==> config.mk <==
export PLATFORM = sky130hd
export DESIGN_NAME = wb_reg_bank
export DESIGN_NICKNAME = d
export VERILOG_FILES = /design/src/source/wb_bank_pkg.sv /design/src/source/wb_reg_bank.sv /design/src/source/bank_read_mux.sv /design/src/source/bank_reg_cell.sv /design/src/source/wb_access_decode.sv
export VERILOG_INCLUDE_DIRS = /design/src /design/src/source
export SDC_FILE = /design/constraint.sdc
export NUM_CORES = 1
export LEC_CHECK = 0
export BUFFER_PORTS_ARGS = -buffer_cell sky130_fd_sc_hd__buf_2
export CORE_ASPECT_RATIO = 0.75
export CORE_UTILIZATION = 57
export CTS_BUF_LIST = sky130_fd_sc_hd__clkbuf_4
export CTS_CLUSTER_SIZE = 16
export DETAILED_ROUTE_END_ITERATION = 16
export GPL_TIMING_DRIVEN = 0
export PLACE_DENSITY = 0.75
export SLEW_MARGIN = 20
export SYNTH_ARGS = -nofsm -noshare
export SYNTH_HDL_FRONTEND = slang
export SYNTH_SLANG_ARGS = --single-unit
==> constraint.sdc <==
create_clock -name clk -period 2.18 [get_ports clk]
set_input_delay 0.436 -clock clk [delete_from_list [all_inputs] [get_ports clk]]
set_output_delay 0.436 -clock clk [all_outputs]
set_load 0.02 [all_outputs]
==> src/source/wb_bank_macros.svh <==
// Sizing constants for the Wishbone register bank, included by the package, the RTL and the testbench
`ifndef WB_BANK_MACROS_SVH
`define WB_BANK_MACROS_SVH

// Number of implemented scratch registers
`define WB_BANK_REG_COUNT 8

// Register and bus data width in bits
`define WB_BANK_DATA_WIDTH 32

// Wishbone byte address width
// 16 word slots, only the first WB_BANK_REG_COUNT exist
`define WB_BANK_ADDR_WIDTH 6

// Byte lanes on the data bus, one sel bit each
`define WB_BANK_LANE_COUNT 4

`endif
==> src/source/wb_bank_pkg.sv <==
// Shared types for the Wishbone register bank, imported by every RTL module of the bank
`include "wb_bank_macros.svh"

package wb_bank_pkg;

  // One register or bus data word
  typedef logic [`WB_BANK_DATA_WIDTH-1:0] bank_word_t;

  // Wishbone sel lanes, one bit per byte
  typedef logic [`WB_BANK_LANE_COUNT-1:0] lane_en_t;

  // Word index taken from the byte address
  // Wide enough to cover every word slot, implemented or not
  typedef logic [`WB_BANK_ADDR_WIDTH-$clog2(`WB_BANK_LANE_COUNT)-1:0] reg_index_t;

  // One bit per implemented register
  typedef logic [`WB_BANK_REG_COUNT-1:0] reg_sel_t;

  // Lane pattern class, in the order of the store sizes
  typedef enum logic [1:0] {
    ACC_BYTE,
    ACC_HALFWORD,
    ACC_WORD,
    ACC_BAD
  } access_t;

endpackage : wb_bank_pkg

==> src/source/wb_reg_bank.sv <==
// Top level of the Wishbone classic register bank: decoder, register cells and read multiplexer
`timescale 1ns/10ps

`include "wb_bank_macros.svh"

module wb_reg_bank (
  input  logic                           clk,
  input  logic                           reset_n,
  input  logic                           clear,
  input  logic                           cyc,
  input  logic                           stb,
  input  logic                           we,
  input  logic [`WB_BANK_ADDR_WIDTH-1:0] adr,
  input  wb_bank_pkg::lane_en_t          sel,
  input  wb_bank_pkg::bank_word_t        dat_w,
  output wb_bank_pkg::bank_word_t        dat_r,
  output logic                           ack,
  output logic                           err
);

  import wb_bank_pkg::*;

  reg_sel_t   wr_sel;
  reg_sel_t   rd_sel;
  logic       rd_capture;
  bank_word_t reg_data [`WB_BANK_REG_COUNT];

  // Handshake, classification and selects
  wb_access_decode wb_access_decode_inst (
    .clk        (clk),
    .reset_n    (reset_n),
    .cyc        (cyc),
    .stb        (stb),
    .we         (we),
    .adr        (adr),
    .sel        (sel),
    .wr_sel     (wr_sel),
    .rd_sel     (rd_sel),
    .rd_capture (rd_capture),
    .ack        (ack),
    .err        (err)
  );

  // Scratch registers, bus data and lanes shared by all
  for (genvar i = 0; i < `WB_BANK_REG_COUNT; i++) begin : g_cell
    bank_reg_cell #(
      .RESET_VALUE (bank_word_t'(0))
    ) bank_reg_cell_inst (
      .clk      (clk),
      .reset_n  (reset_n),
      .clear    (clear),
      .wen      (wr_sel[i]),
      .lane_en  (sel),
      .data_in  (dat_w),
      .data_out (reg_data[i])
    );
  end

  // Read path
  bank_read_mux bank_read_mux_inst (
    .clk        (clk),
    .reset_n    (reset_n),
    .rd_capture (rd_capture),
    .rd_sel     (rd_sel),
    .reg_data   (reg_data),
    .dat_r      (dat_r)
  );

endmodule : wb_reg_bank

==> src/source/bank_read_mux.sv <==
// One-hot read multiplexer across the bank registers and the registered Wishbone read data
`timescale 1ns/10ps

`include "wb_bank_macros.svh"

module bank_read_mux (
  input  logic                    clk,
  input  logic                    reset_n,
  input  logic                    rd_capture,
  input  wb_bank_pkg::reg_sel_t   rd_sel,
  input  wb_bank_pkg::bank_word_t reg_data [`WB_BANK_REG_COUNT],
  output wb_bank_pkg::bank_word_t dat_r
);

  import wb_bank_pkg::*;

  bank_word_t mux_word;

  // AND-OR selection, valid only while rd_sel is one-hot
  always_comb begin
    mux_word = '0;
    for (int i = 0; i < `WB_BANK_REG_COUNT; i++) begin
      mux_word = mux_word | (reg_data[i] & {`WB_BANK_DATA_WIDTH{rd_sel[i]}});
    end
  end

  // Holds the last legal read until the next one
  always_ff @(posedge clk, negedge reset_n) begin
    if (~reset_n) begin
      dat_r <= '0;
    end else if (rd_capture) begin
      dat_r <= mux_word;
    end
  end

  // Decoder select must be one-hot or idle
  a_rd_sel_onehot0 : assert property (
    @(posedge clk) disable iff (!reset_n)
    $onehot0(rd_sel)
  ) else $error("read select not one-hot: %h", rd_sel);

endmodule : bank_read_mux

==> src/source/bank_reg_cell.sv <==
// One scratch register of the bank with byte-lane writes, synchronous clear and async reset
`timescale 1ns/10ps

`include "wb_bank_macros.svh"

module bank_reg_cell #(
  parameter wb_bank_pkg::bank_word_t RESET_VALUE = '0
) (
  input  logic                    clk,
  input  logic                    reset_n,
  input  logic                    clear,
  input  logic                    wen,
  input  wb_bank_pkg::lane_en_t   lane_en,
  input  wb_bank_pkg::bank_word_t data_in,
  output wb_bank_pkg::bank_word_t data_out
);

  import wb_bank_pkg::*;

  localparam int LANE_BITS = `WB_BANK_DATA_WIDTH / `WB_BANK_LANE_COUNT;

  bank_word_t cell_q;
  bank_word_t merged;

  // New byte where the lane is enabled, old byte elsewhere
  always_comb begin
    for (int lane = 0; lane < `WB_BANK_LANE_COUNT; lane++) begin
      merged[lane*LANE_BITS +: LANE_BITS] = lane_en[lane] ?
          data_in[lane*LANE_BITS +: LANE_BITS] :
          cell_q[lane*LANE_BITS +: LANE_BITS];
    end
  end

  // clear wins over a write in the same cycle
  always_ff @(posedge clk, negedge reset_n) begin
    if (~reset_n) begin
      cell_q <= RESET_VALUE;
    end else if (clear) begin
      cell_q <= '0;
    end else if (wen) begin
      cell_q <= merged;
    end
  end

  assign data_out = cell_q;

  // Decoder gives a single-cycle write strobe per access
  a_wen_single_cycle : assert property (
    @(posedge clk) disable iff (!reset_n)
    wen |=> !wen
  ) else $error("write enable held for more than one cycle");

endmodule : bank_reg_cell

==> src/source/wb_access_decode.sv <==
// Wishbone classic front end of the register bank: classifies each access and answers ack or err
`timescale 1ns/10ps

`include "wb_bank_macros.svh"

module wb_access_decode (
  input  logic                           clk,
  input  logic                           reset_n,
  input  logic                           cyc,
  input  logic                           stb,
  input  logic                           we,
  input  logic [`WB_BANK_ADDR_WIDTH-1:0] adr,
  input  wb_bank_pkg::lane_en_t          sel,
  output wb_bank_pkg::reg_sel_t          wr_sel,
  output wb_bank_pkg::reg_sel_t          rd_sel,
  output logic                           rd_capture,
  output logic                           ack,
  output logic                           err
);

  import wb_bank_pkg::*;

  // Low address bits select a byte inside the word
  localparam int LANE_ADDR_BITS = $clog2(`WB_BANK_LANE_COUNT);

  access_t    acc_class;
  reg_index_t word_idx;
  logic       idx_in_range;
  logic       start;
  logic       legal;
  logic       wr_en;
  logic       rd_en;

  // A new access is only taken while no response is showing
  assign start = cyc & stb & ~ack & ~err;

  // Lane pattern class
  always_comb begin
    case (sel)
      4'b0001,
      4'b0010,
      4'b0100,
      4'b1000: acc_class = ACC_BYTE;
      4'b0011,
      4'b1100: acc_class = ACC_HALFWORD;
      4'b1111: acc_class = ACC_WORD;
      default: acc_class = ACC_BAD;
    endcase
  end

  // Word slot from the byte address; byte position comes from sel
  assign word_idx     = adr[`WB_BANK_ADDR_WIDTH-1:LANE_ADDR_BITS];
  assign idx_in_range = (int'(word_idx) < `WB_BANK_REG_COUNT);

  assign legal = idx_in_range & (acc_class != ACC_BAD);

  // Enables for the select decoders
  assign wr_en = start & legal & we;
  assign rd_en = start & legal & ~we;

  // Decoders with enable, one-hot only for a legal access
  assign wr_sel = reg_sel_t'(wr_en) << word_idx;
  assign rd_sel = reg_sel_t'(rd_en) << word_idx;

  // Read data gets loaded at the same edge that raises ack
  assign rd_capture = rd_en;

  // Response, one cycle after the access is first seen
  always_ff @(posedge clk, negedge reset_n) begin
    if (~reset_n) begin
      ack <= 1'b0;
      err <= 1'b0;
    end else begin
      ack <= start & legal;
      err <= start & ~legal;
    end
  end

  // Never both responses at once
  a_ack_err_exclusive : assert property (
    @(posedge clk) disable iff (!reset_n)
    !(ack && err)
  ) else $error("ack and err high together");

  // No response without a strobe in the cycle before
  a_resp_needs_stb : assert property (
    @(posedge clk) disable iff (!reset_n)
    !stb |=> !(ack || err)
  ) else $error("response without a preceding strobe");

endmodule : wb_access_decode

==> flow_summary.json <==
{
  "outcome": "complete, no violations",
  "via_per_inst": 6.25,
  "met2_length_um": 19200,
  "grt_usage_pct": 36.1,
  "min_from": "adr[5]",
  "drtIter0Drc": 1151,
  "total_power_mw": 10.7,
  "hold_violations": 0,
  "ir_drop_mv": 0.394,
  "cap_violations": 0,
  "synth-seq-cells": 290,
  "fin_nets": 1412,
  "holdPathEnd": "wb_access_decode_inst.ack",
  "htreeDepth": 3,
  "numCtsBuffers": 71,
  "rows": 49,
  "globalRouteOverflowTotal": 0,
  "clk_pin_slew_ns": 0.07,
  "synth_area_mm2": 0.0144,
  "fill_cells": 1854,
  "place_ws_ns": -1.24,
  "crit_arrival_ns": 2.71,
  "drcViolationCount": 0,
  "synth_top_cell_area_share_pct": 50.5,
  "core_area_mm2": 0.0243,
  "synthCells": 1205,
  "p_leak_nw": 7.01,
  "ios": 82,
  "synth_top_cell_by_area": "dfrtp_1",
  "wl_met1_um": 18400,
  "r2r-start": "wb_access_decode_inst.ack",
  "port_buffers": 43,
  "setup_violations": 0,
  "dieHeight_um": 140,
  "hold_ws_ns": 0.0261,
  "grt_max_degree": 91,
  "regArea_mm2": 0.00726,
  "post_drt_wl_per_cell_um": 25.6,
  "drv_slew": 0,
  "whs_path_depth": 2,
  "ys.flop_type": "dfrtp_1",
  "die-width_um": 185,
  "finalWorstSetupSlack_ns": 0.0414,
  "critPathRequiredTime_ns": 2.75,
  "slew_headroom_pct": 29.4,
  "cts.sinks": 290,
  "synth_cell_types": 44,
  "drive_above_1_share_pct": 22.1,
  "first_global_vias": 11000,
  "cts_tree": "yes",
  "reg2reg_depth": 7,
  "synth_edf_count": 0,
  "syn-num-nets": 1253,
  "grt_pass1_wl_um": 67600,
  "rrSetupSlack_ns": 0.04,
  "grt_antenna_before_repair": 1,
  "fin_crit_sh_pct": 98.1,
  "area_delta_synth_final_pct": 16.1,
  "num_vias": 10900,
  "dp_hpwl_um": 27200,
  "crit_type": "flop to flop",
  "ys.warnings.count": 0,
  "routed_wl_um": 44600,
  "dieArea_mm2": 0.0259,
  "crit_fanout": 10,
  "power_per_cell_area_mw_per_mm2": 644,
  "wl_met3_um": 4780,
  "cts_buffer_depth": 3,
  "utilization_pct": 68.6,
  "synthTopCellsByArea": "dfrtp_1, mux2i_1, nor2_1",
  "ys_seq_area_share_pct": 50.5,
  "ant_nets": 0,
  "placedCellCount": 1582,
  "hp-class": "primary input to flop",
  "initial_utilization_pct": 59.1,
  "worst_r2r_endpoint": "g_cell[6].bank_reg_cell_inst.data_out[4]",
  "gp_congestion": 0.957,
  "final_cells": 1741,
  "synth_area_per_cell_um2": 11.9,
  "min_period_ns": 2.14,
  "fmaxAchievable_mhz": 468,
  "highest_layer": "met4",
  "rsz0062_at_grt": "true",
  "startpoint_type": "flop",
  "cp-end-kind": "flop",
  "fin_skew_ns": 0.0401,
  "drt_first_pass_iters": 7,
  "worstMarginPinSlew_ns": 1.06,
  "root_buffer": "clkbuf_4",
  "ys_async_sr_fraction_pct": 100,
  "multi_input_area_mm2": 0.00673,
  "clock_latency_ns": 0.74
}
[placed cells by master (no fill, tap or decap), types with 3 or more instances in the layout]
cell	Yosys	layout
mux4_2	39	39
a311oi_1	8	8
clkbuf_4	0	102
a21oi_4	0	6
buf_4	4	15
clkinv_1	1	13
o21ai_0	35	35
nor2_1	265	265
a222oi_1	3	3
a21oi_1	11	11
a211oi_1	10	10
buf_12	0	28
nand2_1	44	44
o32ai_1	5	5
o22ai_1	6	6
buf_1	40	34
a2111oi_4	24	24
clkbuf_2	1	14
inv_2	0	3
nand4_1	5	5
clkbuf_1	46	31
mux2_2	4	4
diode_2	0	3
mux2i_1	306	305
nor3b_1	5	5
nor2b_1	7	7
buf_16	0	3
dfrtp_1	290	290
buf_2	10	55
buf_6	4	5
[per-layer routing]
metal / GRT usage [%] / vias up
met5: 0 / -
met1: 52.3 / 5461
met2: 50.8 / 633
met4: 19.1 / 0
met3: 8.11 / 160
li1: - / 4621
[worst max path at each step]
stage                                   start                                         to  slack [ns]  depth (start not counted)
floorplan           wb_access_decode_inst.ack  g_cell[0].bank_reg_cell_inst.data_out[16]        0.03                          6
global placement                      reset_n  g_cell[5].bank_reg_cell_inst.data_out[18]       -4.73                          1
detailed placement                     adr[3]                bank_read_mux_inst.dat_r[2]       -1.24                          7
CTS                 wb_access_decode_inst.ack  g_cell[6].bank_reg_cell_inst.data_out[29]        0.03                          7
global route        wb_access_decode_inst.ack   g_cell[0].bank_reg_cell_inst.data_out[6]       -0.02                          7
finish              wb_access_decode_inst.ack   g_cell[6].bank_reg_cell_inst.data_out[4]        0.04                          7
[timing repair]
action	in CTS	in global routing
pin swaps	25	4
endpoints found under the hold margin	84	0
resized for setup	22	22
gates cloned	0	0
endpoints found under the setup margin	288	125
buffers inserted	36	4
hold buffers	1	0
[area by class of cell]
class | instances | share of cell area (%)
diodes | 3 | 0.0450
plain buffers | 104 | 3.02
clock buffers | 100 | 4.50
clock inverters | 16 | 0.367
inverters | 3 | 0.0675
multi-input cells | 807 | 40.3
flip-flops and latches | 290 | 43.5
well taps | 331 | 2.48
repair buffers | 87 | 5.75
[critical path: stages (launching register included)]
cell	delay (ns)
dfrtp_1	0.37
and4bb_2	0.37
nand2_4	0.16
buf_12	0.21
a2111oi_4	0.40
buf_12	0.20
mux2i_1	0.21
nor2_1	0.05
[cell usage after synthesis, types with 2 or more instances]
master	count
o21ai_0	35
a2111oi_4	24
and3_1	2
o2111ai_2	2
a21oi_1	11
nand2_1	44
nand4_1	5
mux2i_1	306
nand2b_1	2
a211oi_1	10
mux4_2	39
mux2_2	4
a311oi_1	8
buf_2	10
a21oi_2	6
o22ai_1	6
nor4b_1	2
buf_6	4
clkbuf_1	46
nor3_1	2
nor2b_1	7
o32ai_1	5
nor3b_1	5
nor2_1	265
buf_1	40
buf_4	4
a222oi_1	3
inv_1	2
o21a_1	2
dfrtp_1	290
[sequential cells by signal (all words and copies together) (netlist names)]
register,cells
bank_read_mux_inst.dat_r,32
g_cell.bank_reg_cell_inst.data_out,256
wb_access_decode_inst.err,1
wb_access_decode_inst.ack,1
[power breakdown]
part           switching [mW]  internal, mW  leakage (nW)  total (mW)
clock                    2.28          2.10         0.496        4.38
sequential             0.0130          5.40          4.05        5.42
combinational           0.742         0.212          2.46       0.954
[per-stage QoR]
step	setup TNS, ns	area, µm²
3_3_place_gp	-1499.06	15000
3_5_place_dp	-141.25	15100
5_1_grt	-0.0394	16700
4_1_cts	0	16600
2_1_floorplan	0	14400
6_report	0	16700
[logic make-up (layout without fill, tap and decap cells)]
| family | Yosys count | in the layout | share of synthesized area (%) |
|---|---|---|---|
| flops | 290 | 290 | 50.5 |
| simple gates | 343 | 343 | 9.74 |
| mux | 349 | 349 | 27.7 |
| compound gates | 115 | 115 | 8.84 |
| buf+inv | 108 | 310 | 3.23 |
| other cells | 0 | 3 | 0 |
No activity file was read; power rests on OpenSTA's default activity.
